**config.mk**
```make
export PLATFORM = sky130hd
export DESIGN_NAME = chip_nexus
export DESIGN_NICKNAME = d
export VERILOG_FILES = /design/src/nexus_ctrl_pkg.sv /design/src/nexus_uart_pkg.sv /design/src/baud_timer.sv /design/src/chip_nexus.sv /design/src/cmd_fsm.sv /design/src/nexus_soc.sv /design/src/uart_rx.sv /design/src/uart_tx.sv
export VERILOG_INCLUDE_DIRS = /design/src
export SDC_FILE = /design/constraint.sdc
export NUM_CORES = 1
export LEC_CHECK = 0
export BUFFER_PORTS_ARGS = -buffer_cell sky130_fd_sc_hd__buf_2
export CORE_MARGIN = 4
export CORE_UTILIZATION = 35
export DETAILED_ROUTE_END_ITERATION = 8
export GPL_TIMING_DRIVEN = 0
export PLACE_DENSITY = 0.6
export SETUP_SLACK_MARGIN = 0.2
export SLEW_MARGIN = 30
export SYNTH_ARGS = -nofsm -noshare
export SYNTH_HDL_FRONTEND = slang
export SYNTH_HIERARCHICAL = 1
export SYNTH_SLANG_ARGS = --single-unit
```
**constraint.sdc**
```tcl
create_clock -name clk_ibex -period 2.5 [get_ports clk_ibex]
set_input_delay 0.375 -clock clk_ibex [delete_from_list [all_inputs] [get_ports clk_ibex]]
set_output_delay 0.375 -clock clk_ibex [all_outputs]
set_load 0.01 [all_outputs]
```
**src/nexus_config.svh**
```systemverilog
// Build-time macros for the oversample divider, oversample rate and channel count
`ifndef NEXUS_CONFIG_SVH
`define NEXUS_CONFIG_SVH

// Number of clk_ibex cycles between two oversample ticks
`define NEXUS_OVS_DIV 4

// Oversample ticks per serial bit, so one bit lasts NEXUS_OVS_DIV * 16 cycles
`define NEXUS_OVS_RATE 16

// Serial channels on the pads
// Channel 0 is the console and channel 1 is the bridged port
`define NEXUS_NUM_UART 2

`endif

```
**src/nexus_ctrl_pkg.sv**
```systemverilog
// Console opcode enum, command controller state enum and status struct
`default_nettype none

package nexus_ctrl_pkg;

  // Opcodes accepted on the console channel
  // Any byte outside this list is treated as an unknown opcode
  typedef enum logic [7:0] {
    OP_ECHO = 8'h01,
    OP_FWD  = 8'h02,
    OP_HALT = 8'h03,
    OP_CLR  = 8'h04
  } opcode_e;

  // Command controller states
  // ST_SEND and ST_BRIDGE each last a single cycle and issue one request
  typedef enum logic [1:0] {
    ST_IDLE,
    ST_WAIT_DATA,
    ST_SEND,
    ST_BRIDGE
  } ctrl_state_e;

  // Sticky status flags reported to the pads
  typedef struct packed {
    logic halted;
    logic fault;
  } status_t;

endpackage

`default_nettype wire

```
**src/nexus_uart_pkg.sv**
```systemverilog
// UART pad sideband structs, receive event struct and transmit request struct
`default_nettype none

package nexus_uart_pkg;

  // Pad side of one channel, towards the core
  typedef struct packed {
    logic cio_rx;
  } uart_sideband_i_t;

  // Pad side of one channel, away from the core
  typedef struct packed {
    logic cio_tx;
  } uart_sideband_o_t;

  // One received byte, valid for a single cycle
  // frame_err marks a stop bit that was sampled low
  typedef struct packed {
    logic       valid;
    logic [7:0] data;
    logic       frame_err;
  } uart_rx_evt_t;

  // One byte to transmit, valid for a single cycle
  typedef struct packed {
    logic       valid;
    logic [7:0] data;
  } uart_tx_req_t;

endpackage

`default_nettype wire

```
**src/baud_timer.sv**
```systemverilog
// Shared oversample tick generator built from a reloading down-counter
`default_nettype none

`include "nexus_config.svh"

module baud_timer (
  input  wire logic clk_ibex,
  input  wire logic rst_n,
  output logic      tick_o
);

  // Counter wide enough to hold NEXUS_OVS_DIV - 1, at least one bit
  localparam int unsigned cnt_w = (`NEXUS_OVS_DIV > 1) ? $clog2(`NEXUS_OVS_DIV) : 1;
  localparam logic [cnt_w-1:0] reload = cnt_w'(`NEXUS_OVS_DIV - 1);

  logic [cnt_w-1:0] cnt_q;

  // The tick is registered so all four UART blocks see the same clean pulse
  always_ff @(posedge clk_ibex or negedge rst_n) begin
    if (!rst_n) begin
      cnt_q  <= reload;
      tick_o <= 1'b0;
    end else begin
      if (cnt_q == '0) begin
        // Wrap point, one tick per NEXUS_OVS_DIV cycles
        cnt_q  <= reload;
        tick_o <= 1'b1;
      end else begin
        cnt_q  <= cnt_q - 1'b1;
        tick_o <= 1'b0;
      end
    end
  end

endmodule

`default_nettype wire

```
**src/chip_nexus.sv**
```systemverilog
// Chip top with reset synchronizer, pad struct packing and status pad outputs
`default_nettype none

`include "nexus_config.svh"

module chip_nexus (
  input  wire logic                       clk_ibex,
  input  wire logic                       rst_n,
  input  wire logic [`NEXUS_NUM_UART-1:0] rx_i,
  output logic [`NEXUS_NUM_UART-1:0]      tx_o,
  output logic                            io_halted_o,
  output logic                            io_fault_o,
  output logic                            io_halted_n_o,
  output logic                            io_fault_n_o
);

  logic                                                   rst_sync_q;
  logic                                                   rst_ibex_n;
  nexus_uart_pkg::uart_sideband_i_t [`NEXUS_NUM_UART-1:0] uart_sideband_i;
  nexus_uart_pkg::uart_sideband_o_t [`NEXUS_NUM_UART-1:0] uart_sideband_o;
  nexus_ctrl_pkg::status_t                                status;

  // Assert asynchronously, release two clk_ibex edges after rst_n rises
  always_ff @(posedge clk_ibex or negedge rst_n) begin
    if (!rst_n) begin
      rst_sync_q <= 1'b0;
      rst_ibex_n <= 1'b0;
    end else begin
      rst_sync_q <= 1'b1;
      rst_ibex_n <= rst_sync_q;
    end
  end

  // Pads map one to one onto the sideband structs
  for (genvar i = 0; i < `NEXUS_NUM_UART; i++) begin : g_pad
    assign uart_sideband_i[i].cio_rx = rx_i[i];
    assign tx_o[i]                   = uart_sideband_o[i].cio_tx;
  end

  nexus_soc u_nexus_soc (
    .clk_ibex        (clk_ibex),
    .rst_n           (rst_ibex_n),
    .uart_sideband_i (uart_sideband_i),
    .uart_sideband_o (uart_sideband_o),
    .status_o        (status)
  );

  // Active-low copies for board indicators
  assign io_halted_o   = status.halted;
  assign io_fault_o    = status.fault;
  assign io_halted_n_o = ~status.halted;
  assign io_fault_n_o  = ~status.fault;

endmodule

`default_nettype wire

```
**src/cmd_fsm.sv**
```systemverilog
// Console command FSM with channel 1 bridging, holding registers and status flags
`default_nettype none

module cmd_fsm (
  input  wire logic                         clk_ibex,
  input  wire logic                         rst_n,
  input  wire nexus_uart_pkg::uart_rx_evt_t con_evt_i,
  input  wire nexus_uart_pkg::uart_rx_evt_t brg_evt_i,
  input  wire logic                         con_busy_i,
  input  wire logic                         brg_busy_i,
  output nexus_uart_pkg::uart_tx_req_t      con_req_o,
  output nexus_uart_pkg::uart_tx_req_t      brg_req_o,
  output nexus_ctrl_pkg::status_t           status_o
);

  nexus_ctrl_pkg::ctrl_state_e state_q;
  nexus_ctrl_pkg::ctrl_state_e state_d;
  nexus_ctrl_pkg::status_t     status_q;
  nexus_ctrl_pkg::status_t     status_d;
  nexus_ctrl_pkg::opcode_e     opcode;
  // Destination picked by the opcode that is waiting for its data byte
  logic                        wait_dst_q;
  logic                        wait_dst_d;
  logic                        con_full_q;
  logic                        con_full_d;
  logic                        brg_full_q;
  logic                        brg_full_d;
  logic                        con_load;
  logic                        brg_load;
  // Console holding register and its destination, 0 for echo and 1 for forward
  logic [7:0]                  con_data_q;
  logic                        con_dst_q;
  logic [7:0]                  brg_data_q;
  logic                        con_dst_busy;

  assign opcode       = nexus_ctrl_pkg::opcode_e'(con_evt_i.data);
  assign con_dst_busy = con_dst_q ? brg_busy_i : con_busy_i;

  always_comb begin
    state_d    = state_q;
    status_d   = status_q;
    wait_dst_d = wait_dst_q;
    con_full_d = con_full_q;
    brg_full_d = brg_full_q;
    con_load   = 1'b0;
    brg_load   = 1'b0;

    // Both drain states empty their register in the same cycle as the request
    if (state_q == nexus_ctrl_pkg::ST_SEND) begin
      con_full_d = 1'b0;
    end
    if (state_q == nexus_ctrl_pkg::ST_BRIDGE) begin
      brg_full_d = 1'b0;
    end

    if (state_q == nexus_ctrl_pkg::ST_WAIT_DATA) begin
      // The next console byte is payload and is never decoded
      if (con_evt_i.valid) begin
        state_d = nexus_ctrl_pkg::ST_IDLE;
        if (con_evt_i.frame_err || con_full_q) begin
          status_d.fault = 1'b1;
        end else begin
          con_load   = 1'b1;
          con_full_d = 1'b1;
        end
      end
    end else begin
      // Drains start only from ST_IDLE, console first
      state_d = nexus_ctrl_pkg::ST_IDLE;
      if (state_q == nexus_ctrl_pkg::ST_IDLE) begin
        if (con_full_q && !con_dst_busy) begin
          state_d = nexus_ctrl_pkg::ST_SEND;
        end else if (brg_full_q && !con_busy_i) begin
          state_d = nexus_ctrl_pkg::ST_BRIDGE;
        end
      end
      // Opcode decode, a data-bearing opcode defers any drain by one byte
      if (con_evt_i.valid) begin
        if (con_evt_i.frame_err) begin
          status_d.fault = 1'b1;
        end else if (opcode == nexus_ctrl_pkg::OP_CLR) begin
          status_d = '0;
        end else if (!status_q.halted) begin
          case (opcode)
            nexus_ctrl_pkg::OP_HALT: begin
              status_d.halted = 1'b1;
            end
            nexus_ctrl_pkg::OP_ECHO: begin
              state_d    = nexus_ctrl_pkg::ST_WAIT_DATA;
              wait_dst_d = 1'b0;
            end
            nexus_ctrl_pkg::OP_FWD: begin
              state_d    = nexus_ctrl_pkg::ST_WAIT_DATA;
              wait_dst_d = 1'b1;
            end
            default: begin
              status_d.fault = 1'b1;
            end
          endcase
        end
      end
    end

    // Bridge bytes are taken in any state, and a fault here beats OP_CLR
    if (brg_evt_i.valid) begin
      if (brg_evt_i.frame_err ||
          (brg_full_q && state_q != nexus_ctrl_pkg::ST_BRIDGE)) begin
        status_d.fault = 1'b1;
      end else begin
        brg_load   = 1'b1;
        brg_full_d = 1'b1;
      end
    end
  end

  always_ff @(posedge clk_ibex or negedge rst_n) begin
    if (!rst_n) begin
      state_q    <= nexus_ctrl_pkg::ST_IDLE;
      status_q   <= '0;
      wait_dst_q <= 1'b0;
      con_full_q <= 1'b0;
      brg_full_q <= 1'b0;
    end else begin
      state_q    <= state_d;
      status_q   <= status_d;
      wait_dst_q <= wait_dst_d;
      con_full_q <= con_full_d;
      brg_full_q <= brg_full_d;
    end
  end

  always_ff @(posedge clk_ibex) begin
    if (con_load) begin
      con_data_q <= con_evt_i.data;
      con_dst_q  <= wait_dst_q;
    end
    if (brg_load) begin
      brg_data_q <= brg_evt_i.data;
    end
  end

  // The console transmitter serves echo and bridge traffic, channel 1 only forwards
  always_comb begin
    con_req_o = '0;
    brg_req_o = '0;
    if (state_q == nexus_ctrl_pkg::ST_SEND) begin
      if (con_dst_q) begin
        brg_req_o.valid = 1'b1;
        brg_req_o.data  = con_data_q;
      end else begin
        con_req_o.valid = 1'b1;
        con_req_o.data  = con_data_q;
      end
    end else if (state_q == nexus_ctrl_pkg::ST_BRIDGE) begin
      con_req_o.valid = 1'b1;
      con_req_o.data  = brg_data_q;
    end
  end

  assign status_o = status_q;

endmodule

`default_nettype wire

```
**src/nexus_soc.sv**
```systemverilog
// Core with the shared baud timer, two UART channels and the command FSM
`default_nettype none

`include "nexus_config.svh"

module nexus_soc (
  input  wire logic                                               clk_ibex,
  input  wire logic                                               rst_n,
  input  wire nexus_uart_pkg::uart_sideband_i_t [`NEXUS_NUM_UART-1:0] uart_sideband_i,
  output nexus_uart_pkg::uart_sideband_o_t [`NEXUS_NUM_UART-1:0]      uart_sideband_o,
  output nexus_ctrl_pkg::status_t                                     status_o
);

  logic                                               tick;
  nexus_uart_pkg::uart_rx_evt_t [`NEXUS_NUM_UART-1:0] rx_evt;
  nexus_uart_pkg::uart_tx_req_t [`NEXUS_NUM_UART-1:0] tx_req;
  logic [`NEXUS_NUM_UART-1:0]                         tx_busy;

  // One time base keeps every receiver and transmitter in phase
  baud_timer u_baud_timer (
    .clk_ibex (clk_ibex),
    .rst_n    (rst_n),
    .tick_o   (tick)
  );

  for (genvar i = 0; i < `NEXUS_NUM_UART; i++) begin : g_uart
    uart_rx u_uart_rx (
      .clk_ibex (clk_ibex),
      .rst_n    (rst_n),
      .tick_i   (tick),
      .rx_i     (uart_sideband_i[i].cio_rx),
      .evt_o    (rx_evt[i])
    );

    uart_tx u_uart_tx (
      .clk_ibex (clk_ibex),
      .rst_n    (rst_n),
      .tick_i   (tick),
      .req_i    (tx_req[i]),
      .tx_o     (uart_sideband_o[i].cio_tx),
      .busy_o   (tx_busy[i])
    );
  end

  // Channel 0 is the console and channel 1 the bridged port
  cmd_fsm u_cmd_fsm (
    .clk_ibex   (clk_ibex),
    .rst_n      (rst_n),
    .con_evt_i  (rx_evt[0]),
    .brg_evt_i  (rx_evt[1]),
    .con_busy_i (tx_busy[0]),
    .brg_busy_i (tx_busy[1]),
    .con_req_o  (tx_req[0]),
    .brg_req_o  (tx_req[1]),
    .status_o   (status_o)
  );

endmodule

`default_nettype wire

```
**src/uart_rx.sv**
```systemverilog
// Oversampling 8N1 serial receiver with a byte strobe and framing-error flag
`default_nettype none

`include "nexus_config.svh"

module uart_rx (
  input  wire logic                    clk_ibex,
  input  wire logic                    rst_n,
  input  wire logic                    tick_i,
  input  wire logic                    rx_i,
  output nexus_uart_pkg::uart_rx_evt_t evt_o
);

  localparam int unsigned cnt_w = $clog2(`NEXUS_OVS_RATE);
  // Half a bit after the falling edge lands in the middle of the start bit
  localparam logic [cnt_w-1:0] mid_tick  = cnt_w'(`NEXUS_OVS_RATE / 2 - 1);
  localparam logic [cnt_w-1:0] last_tick = cnt_w'(`NEXUS_OVS_RATE - 1);

  typedef enum logic [2:0] {
    RX_IDLE,
    RX_START,
    RX_DATA,
    RX_STOP,
    RX_WAIT_HIGH
  } rx_state_e;

  rx_state_e        state_q;
  logic             rx_meta_q;
  logic             rx_sync_q;
  logic [cnt_w-1:0] tick_cnt_q;
  logic [2:0]       bit_idx_q;
  logic [7:0]       shift_q;
  logic             evt_valid_q;
  logic             frame_err_q;
  logic             bit_end;
  logic             sample_data;
  logic             sample_stop;

  // Two-flop synchronizer, idle line is high
  always_ff @(posedge clk_ibex or negedge rst_n) begin
    if (!rst_n) begin
      rx_meta_q <= 1'b1;
      rx_sync_q <= 1'b1;
    end else begin
      rx_meta_q <= rx_i;
      rx_sync_q <= rx_meta_q;
    end
  end

  // Middle of a data or stop bit, counted from the confirmed start bit
  assign bit_end     = tick_i && (tick_cnt_q == last_tick);
  assign sample_data = (state_q == RX_DATA) && bit_end;
  assign sample_stop = (state_q == RX_STOP) && bit_end;

  always_ff @(posedge clk_ibex or negedge rst_n) begin
    if (!rst_n) begin
      state_q     <= RX_IDLE;
      tick_cnt_q  <= '0;
      bit_idx_q   <= '0;
      evt_valid_q <= 1'b0;
    end else begin
      evt_valid_q <= 1'b0;
      case (state_q)
        RX_IDLE: begin
          // Hunt for the falling edge of a start bit
          if (!rx_sync_q) begin
            state_q    <= RX_START;
            tick_cnt_q <= '0;
          end
        end
        RX_START: begin
          if (tick_i) begin
            if (tick_cnt_q == mid_tick) begin
              // A line that is high again at mid-bit was only a glitch
              tick_cnt_q <= '0;
              bit_idx_q  <= '0;
              state_q    <= rx_sync_q ? RX_IDLE : RX_DATA;
            end else begin
              tick_cnt_q <= tick_cnt_q + 1'b1;
            end
          end
        end
        RX_DATA: begin
          if (bit_end) begin
            tick_cnt_q <= '0;
            bit_idx_q  <= bit_idx_q + 1'b1;
            if (bit_idx_q == 3'd7) begin
              state_q <= RX_STOP;
            end
          end else if (tick_i) begin
            tick_cnt_q <= tick_cnt_q + 1'b1;
          end
        end
        RX_STOP: begin
          if (bit_end) begin
            // Strobe on the cycle after the stop sample
            // A low stop bit must go high before the next start is hunted
            evt_valid_q <= 1'b1;
            tick_cnt_q  <= '0;
            state_q     <= rx_sync_q ? RX_IDLE : RX_WAIT_HIGH;
          end else if (tick_i) begin
            tick_cnt_q <= tick_cnt_q + 1'b1;
          end
        end
        RX_WAIT_HIGH: begin
          if (rx_sync_q) begin
            state_q <= RX_IDLE;
          end
        end
        default: begin
          state_q <= RX_IDLE;
        end
      endcase
    end
  end

  // Data arrives LSB first, so it enters at the top and moves down
  always_ff @(posedge clk_ibex) begin
    if (sample_data) begin
      shift_q <= {rx_sync_q, shift_q[7:1]};
    end
    if (sample_stop) begin
      frame_err_q <= !rx_sync_q;
    end
  end

  assign evt_o.valid     = evt_valid_q;
  assign evt_o.data      = shift_q;
  assign evt_o.frame_err = frame_err_q;

endmodule

`default_nettype wire

```
**src/uart_tx.sv**
```systemverilog
// Serial 8N1 transmitter with a single-cycle request and a busy level
`default_nettype none

`include "nexus_config.svh"

module uart_tx (
  input  wire logic                         clk_ibex,
  input  wire logic                         rst_n,
  input  wire logic                         tick_i,
  input  wire nexus_uart_pkg::uart_tx_req_t req_i,
  output logic                              tx_o,
  output logic                              busy_o
);

  localparam int unsigned cnt_w = $clog2(`NEXUS_OVS_RATE);
  localparam logic [cnt_w-1:0] last_tick = cnt_w'(`NEXUS_OVS_RATE - 1);

  // Frame is stop, data and start from MSB to LSB, and bit 0 is on the line
  logic [9:0]       frame_q;
  logic [cnt_w-1:0] tick_cnt_q;
  logic [3:0]       bit_cnt_q;
  logic             busy_q;

  always_ff @(posedge clk_ibex or negedge rst_n) begin
    if (!rst_n) begin
      // All ones keeps the line at the idle level
      frame_q    <= '1;
      tick_cnt_q <= '0;
      bit_cnt_q  <= '0;
      busy_q     <= 1'b0;
    end else if (!busy_q) begin
      if (req_i.valid) begin
        frame_q    <= {1'b1, req_i.data, 1'b0};
        tick_cnt_q <= '0;
        bit_cnt_q  <= '0;
        busy_q     <= 1'b1;
      end
    end else if (tick_i) begin
      if (tick_cnt_q == last_tick) begin
        // Next bit, ones fill in behind so the line returns high
        tick_cnt_q <= '0;
        frame_q    <= {1'b1, frame_q[9:1]};
        if (bit_cnt_q == 4'd9) begin
          // The stop bit has just ended
          busy_q <= 1'b0;
        end else begin
          bit_cnt_q <= bit_cnt_q + 1'b1;
        end
      end else begin
        tick_cnt_q <= tick_cnt_q + 1'b1;
      end
    end
  end

  assign tx_o   = frame_q[0];
  assign busy_o = busy_q;

endmodule

`default_nettype wire
```
After elaboration in Yosys (flattened, before gate mapping)
Index checks and enable logic that the tools add are counted.
{ "word_totals": {"regBits": 111, "latchBits": 0, "ramBits": 0, "romBits": 0, "inputBits": 4, "wordCells": 264, "mem_count": 0} }
{ "classes": {"addsub": 9, "multipliers": 0, "div_mod_pow": 0, "magnitude_cmp": 0, "n_eq_ne": 49, "n_shift": 0, "muxes": 120, "n_bitwise": 5, "n_reduce_logical": 44} }
{ "op_table": {"columns": ["op", "n"], "rows": [
  ["4-bit 2-to-1 mux", 26],
  ["10-bit 2-to-1 mux", 8],
  ["3-bit 2-to-1 mux", 22],
  ["9-bit 2-to-1 mux", 5],
  ["1-bit 2-to-1 mux", 37],
  ["2-bit 2-to-1 mux", 15],
  ["3-bit case mux with 5 select lines", 2],
  ["2-bit != test, second input constant", 13],
  ["4-bit by 1-bit adder with 4-bit output, second input constant", 6],
  ["4-bit == test, second input constant", 6],
  ["4-bit case mux with 3 select lines", 2],
  ["4-bit AND reduction", 6],
  ["2-bit by 1-bit != test with 1-bit output, second input constant", 9],
  ["8-bit by 2-bit == test with 1-bit output, second input constant", 2],
  ["7-bit AND reduction", 2],
  ["3-bit by 2-bit == test with 1-bit output, second input constant", 4],
  ["3-bit == test, second input constant", 4],
  ["3-bit case mux with 2 select lines", 2],
  ["2-bit nonzero test", 5],
  ["1-bit logical AND", 9],
  ["3-bit AND reduction", 3],
  ["4-bit by 3-bit == test with 1-bit output, second input constant", 2],
  ["8-bit by 1-bit == test with 1-bit output, second input constant", 1],
  ["8-bit by 3-bit == test with 1-bit output, second input constant", 1],
  ["17 further kinds", 35]
]} }

Longest topological paths before layout
{ "logic_depth": {"depth_word": 11, "mapped_depth": 8, "depth_no_buf": 6} }

Cells and area by module
The synthesis kept the hierarchy.
{ "modules_own_cells": {"columns": ["mod", "n_inst", "cells_per_inst", "area_each_um2", "seq_area_each_um2"], "rows": [
  ["uart_rx", 2, 88, 1056.0, 598.1],
  ["cmd_fsm", 1, 111, 1233.7, 685.7],
  ["uart_tx (u_nexus_soc.g_uart[0].u_uart_tx)", 1, 98, 984.7, 461.7],
  ["uart_tx (u_nexus_soc.g_uart[1].u_uart_tx)", 1, 101, 970.9, 461.7],
  ["baud_timer", 1, 8, 107.6, 77.6],
  ["chip_nexus", 1, 5, 61.3, 50.0]
]} }

Worst setup path before layout
OpenSTA, ideal clock, no wires.
{ "synth_timing": {"path_type": "reg-to-reg", "from": "register u_nexus_soc.u_cmd_fsm.con_dst_q", "to": "register u_nexus_soc.g_uart[1].u_uart_tx.bit_cnt_q[2]", "setup_time_ns": 0.065, "t_arrival_ns": 1.787, "t_required_ns": 2.435, "slack_ns": 0.648, "stages_incl_launch_ff": 8, "synth_period_minus_slack_ns": 1.852, "path_cell_list": "edfxtp_1 buf_2 inv_1 nor3b_2 and2b_1 a21oi_4 or4_1 nand2_1"} }
{ "synth_rtl": {"columns": ["element", "line_no", "text"], "rows": [
  ["from (decl)", "cmd_fsm.sv:32", "logic con_dst_q;"],
  ["from (signal assigned)", "cmd_fsm.sv:135", "con_dst_q <= wait_dst_q;"],
  ["to (signal assigned)", "uart_tx.sv:47", "bit_cnt_q <= bit_cnt_q + 1'b1;"],
  ["to (decl)", "uart_tx.sv:21", "logic [3:0] bit_cnt_q;"]
]} }

==> flow_summary.ini <==
[synth]
yosysUniqueCellTypes = 70
syn-num-nets = 516
synthMuxAreaShare_pct = 4.05
synth.area.top_cells = dfrtp_1 (23%), edfxtp_1 (19%), dfstp_2 (12%)
synth_top_area_share_pct = 22.9
ys.flop_type = dfrtp_1
synthSimpleGateAreaFrac_pct = 18.3
synth_edf_count = 35
ys_warn_count = 6
syn_avg_cell_area_um2 = 11.0
yosys.area_share.adder_pct = 2.97
netlist_area_um2 = 5470
synth_top_family_by_area = simple AND/OR/NAND/NOR gates
async_reset_ff_share_pct = 67.9
synth_xor_area_share_pct = 0.801
yosysSeqAreaShare_pct = 53.6
synth_compound_area_share_pct = 14.6
ys_ff_latch = 109
synth_largest_area_cell = dfrtp_1
syn_inst = 499

[route]
drt_wl_total_um = 10000
postRouteAntennaNets = 0
drtIter0Drc = 202
via_count = 3643
wl_per_cell_um = 13.6
first_pass_iters = 6
vias_per_cell = 4.94
drc = 0

[clock_tree]
ctsHtreeMaxLevel = 3
clk_pin_slew_ps = 70
post-cts-setup-buffers = 0
cts.sinks = 109
worstSkewPairLatency_ps = 350
cts_root_buffer = clkbuf_16
numCtsBuffers = 9
tritoncts = built
clockBufferDepth = 2

[timing]
drv_slew = 0
rsz0062_at_grt = no
max_freq_mhz = 481
worst_pin_slew_ps = 686
layout_worst_path_cycle_share_pct = 83.2
hold_viol = 0
hold_slack_ps = 124
fin_setup_tns_ps = 0
relSlewSlack_pct = 54.0
setup_viol = 0
finClkSkew_ps = 7.57
period_minus_slack_ps = 2080

[pwr]
p_total_mw = 4.68
power_density_nw_per_um2 = 761
peakVddDrop_v = 0.000533
p_leak_nw = 2.43

[floorplan]
start_util_pct = 35.9
die_y_um = 133
fp-row-count = 45
fp.dieW_um = 133
core_um2 = 15300
io_pins = 10
die-area_um2 = 17700

[place]
hpwl_um = 7010
portBuffers = 9
gp_congestion = 0.803

[hold_path]
hp-class = input pin to flop
worstHoldPathCells = 1

[layout]
fillers = 1476
multi_input_area_um2 = 2240
postLayoutCoreUtil_pct = 40.3
final_cell_mix = dfrtp_1 (49), nand2_1 (44), edfxtp_1 (35)
layout.nets = 538
drive_above_1_share_pct = 21.1
area_growth_pct = 12.4
mostFrequentLayoutCell = dfrtp_1
diodes = 0
regArea_um2 = 2940

[worst_setup_path]
critical_path.max_stage_delay_ps = 470
critPathRequiredTime_ps = 2790
path_cells = buf_2 -> inv_1 -> nor3b_4 -> and2b_1 -> a21oi_4 -> or4_1 -> nand2_1
cp-endpoint = u_nexus_soc/g_uart[1].u_uart_tx/bit_cnt_q[2]
crit_slowest_cell = nor3b_4
endpoint_kind = flop
crit_path_max_fanout = 13
rr_endpoint = u_nexus_soc/g_uart[1].u_uart_tx/bit_cnt_q[2]
r2r_cells = 7
r2r-start = u_nexus_soc/u_cmd_fsm/con_dst_q
worst_ep_arrival_time_ps = 2370
r2r_setup_slack_ps = 420
crit_type = flop to flop
crit_path_start_kind = flop
startpoint = u_nexus_soc/u_cmd_fsm/con_dst_q

[global_route]
grt_max_degree = 44
overflow = 0
grt.total_usage_pct = 12.2
grt_pass1_wl_um = 17700
grt_pass1_vias = 3622
antenna_found_initial = 0

[flow_run]
maxCapViolCount = 0

[run_status]
status = finished clean
-- final cells by class --
cell class              instances  share of cell area (%)
flip-flops and latches        109                    47.8
clock inverters                 7                    1.61
well taps                     211                    4.29
inverters                      29                    1.77
repair buffers                 11                    1.22
plain buffers                  28                    3.19
multi-input cells             333                    36.5
clock buffers                   9                    3.66
-- worst max-delay path, delay by kind of cell (launching register included) --
kind / cells / cell delay [ps]
AOI/OAI and AO/OA: 1 / 80
buffers and inverters: 2 / 300
and+or+nand+nor: 4 / 1310
DFF: 1 / 320
-- report_power, final --
group / switching [mW] / total [mW] / leakage [nW] / internal, mW
combinational: 0.494 / 0.916 / 1.04 / 0.422
sequential: 0.186 / 2.24 / 1.23 / 2.05
clock: 0.642 / 1.52 / 0.156 / 0.883
total: 1.32 / 4.68 / 2.43 / 3.36
-- synth_stat cells (3+ instances only) --
cell type	count
nor3b_2	3
a22oi_1	7
and2_1	11
nor4_1	3
buf_4	9
nand2b_1	13
nand3_1	12
nand4b_1	3
a21o_1	3
nor2_1	31
xor2_1	3
o21ai_0	34
o22ai_1	6
clkbuf_1	3
mux2i_1	21
nor2b_1	9
buf_6	6
nor3_1	3
or3_1	5
inv_1	28
o21a_1	4
nor3b_1	7
nand2_1	44
buf_2	10
dfrtp_1	50
nand3b_1	4
ha_1	13
a21oi_1	33
dfstp_2	24
edfxtp_1	35
-- per-stage QoR --
step / instances / worst slack [ps] / instance area (µm²)
after global routing: 737 / 251 / 6150
after global placement: 719 / -623 / 5780
after detailed placement: 720 / 265 / 5810
final: 737 / 420 / 6150
after floorplan: 499 / 329 / 5470
after CTS: 737 / 261 / 6140
-- how the worst min path moves through the flow --
stage / startpoint / end / slack [ps]
global placement: rst_n / rst_sync_q / 160
CTS: rx_i[1] / u_nexus_soc/g_uart[1].u_uart_rx/rx_meta_q / 100
floorplan: rst_n / rst_ibex_n / 80
finish: rx_i[1] / u_nexus_soc/g_uart[1].u_uart_rx/rx_meta_q / 120
global route: rx_i[0] / u_nexus_soc/g_uart[0].u_uart_rx/rx_meta_q / 100
detailed placement: rst_n / rst_sync_q / 160
-- what timing repair did --
item	in CTS	in global routing
hold endpoints to repair	2	0
setup endpoints to repair	0	3
hold buffers	1	0
gates resized for setup	0	1
-- sequential cells by signal, summed over array words and instances (netlist names), 6 cells and up --
signal                                   flops
u_nexus_soc/g_uart.u_uart_tx/frame_q        18
u_nexus_soc/g_uart.u_uart_rx/shift_q        16
u_nexus_soc/g_uart.u_uart_rx/tick_cnt_q      8
u_nexus_soc/g_uart.u_uart_tx/bit_cnt_q       8
u_nexus_soc/g_uart.u_uart_tx/tick_cnt_q      8
u_nexus_soc/u_cmd_fsm/brg_data_q             8
u_nexus_soc/u_cmd_fsm/con_data_q             8
u_nexus_soc/g_uart.u_uart_rx/bit_idx_q       6
u_nexus_soc/g_uart.u_uart_rx/state_q         6
-- logic make-up after synthesis --
logic type      after synthesis
compound gates              118
mux                          22
fa+ha+maj                    13
xor+xnor                      5
flops                       109
buf+inv                      57
simple gates                174
other cells                   1
-- metal layers --
| layer | GRT usage (%) | wire, µm | vias to the layer above | share of wire (%) |
|---|---|---|---|---|
| met1 | 16.8 | 4850 | 1765 | 48 |
| met3 | 3.61 | 348 | 17 | 3.5 |
| met4 | 4.39 | 218 | 0 | 2.2 |
| met5 | 0 | 0 | - | 0 |
| li1 | - | - | 1812 | - |
| met2 | 18.4 | 4610 | 49 | 46 |
Note: power is estimated with default switching activity, not from simulation.
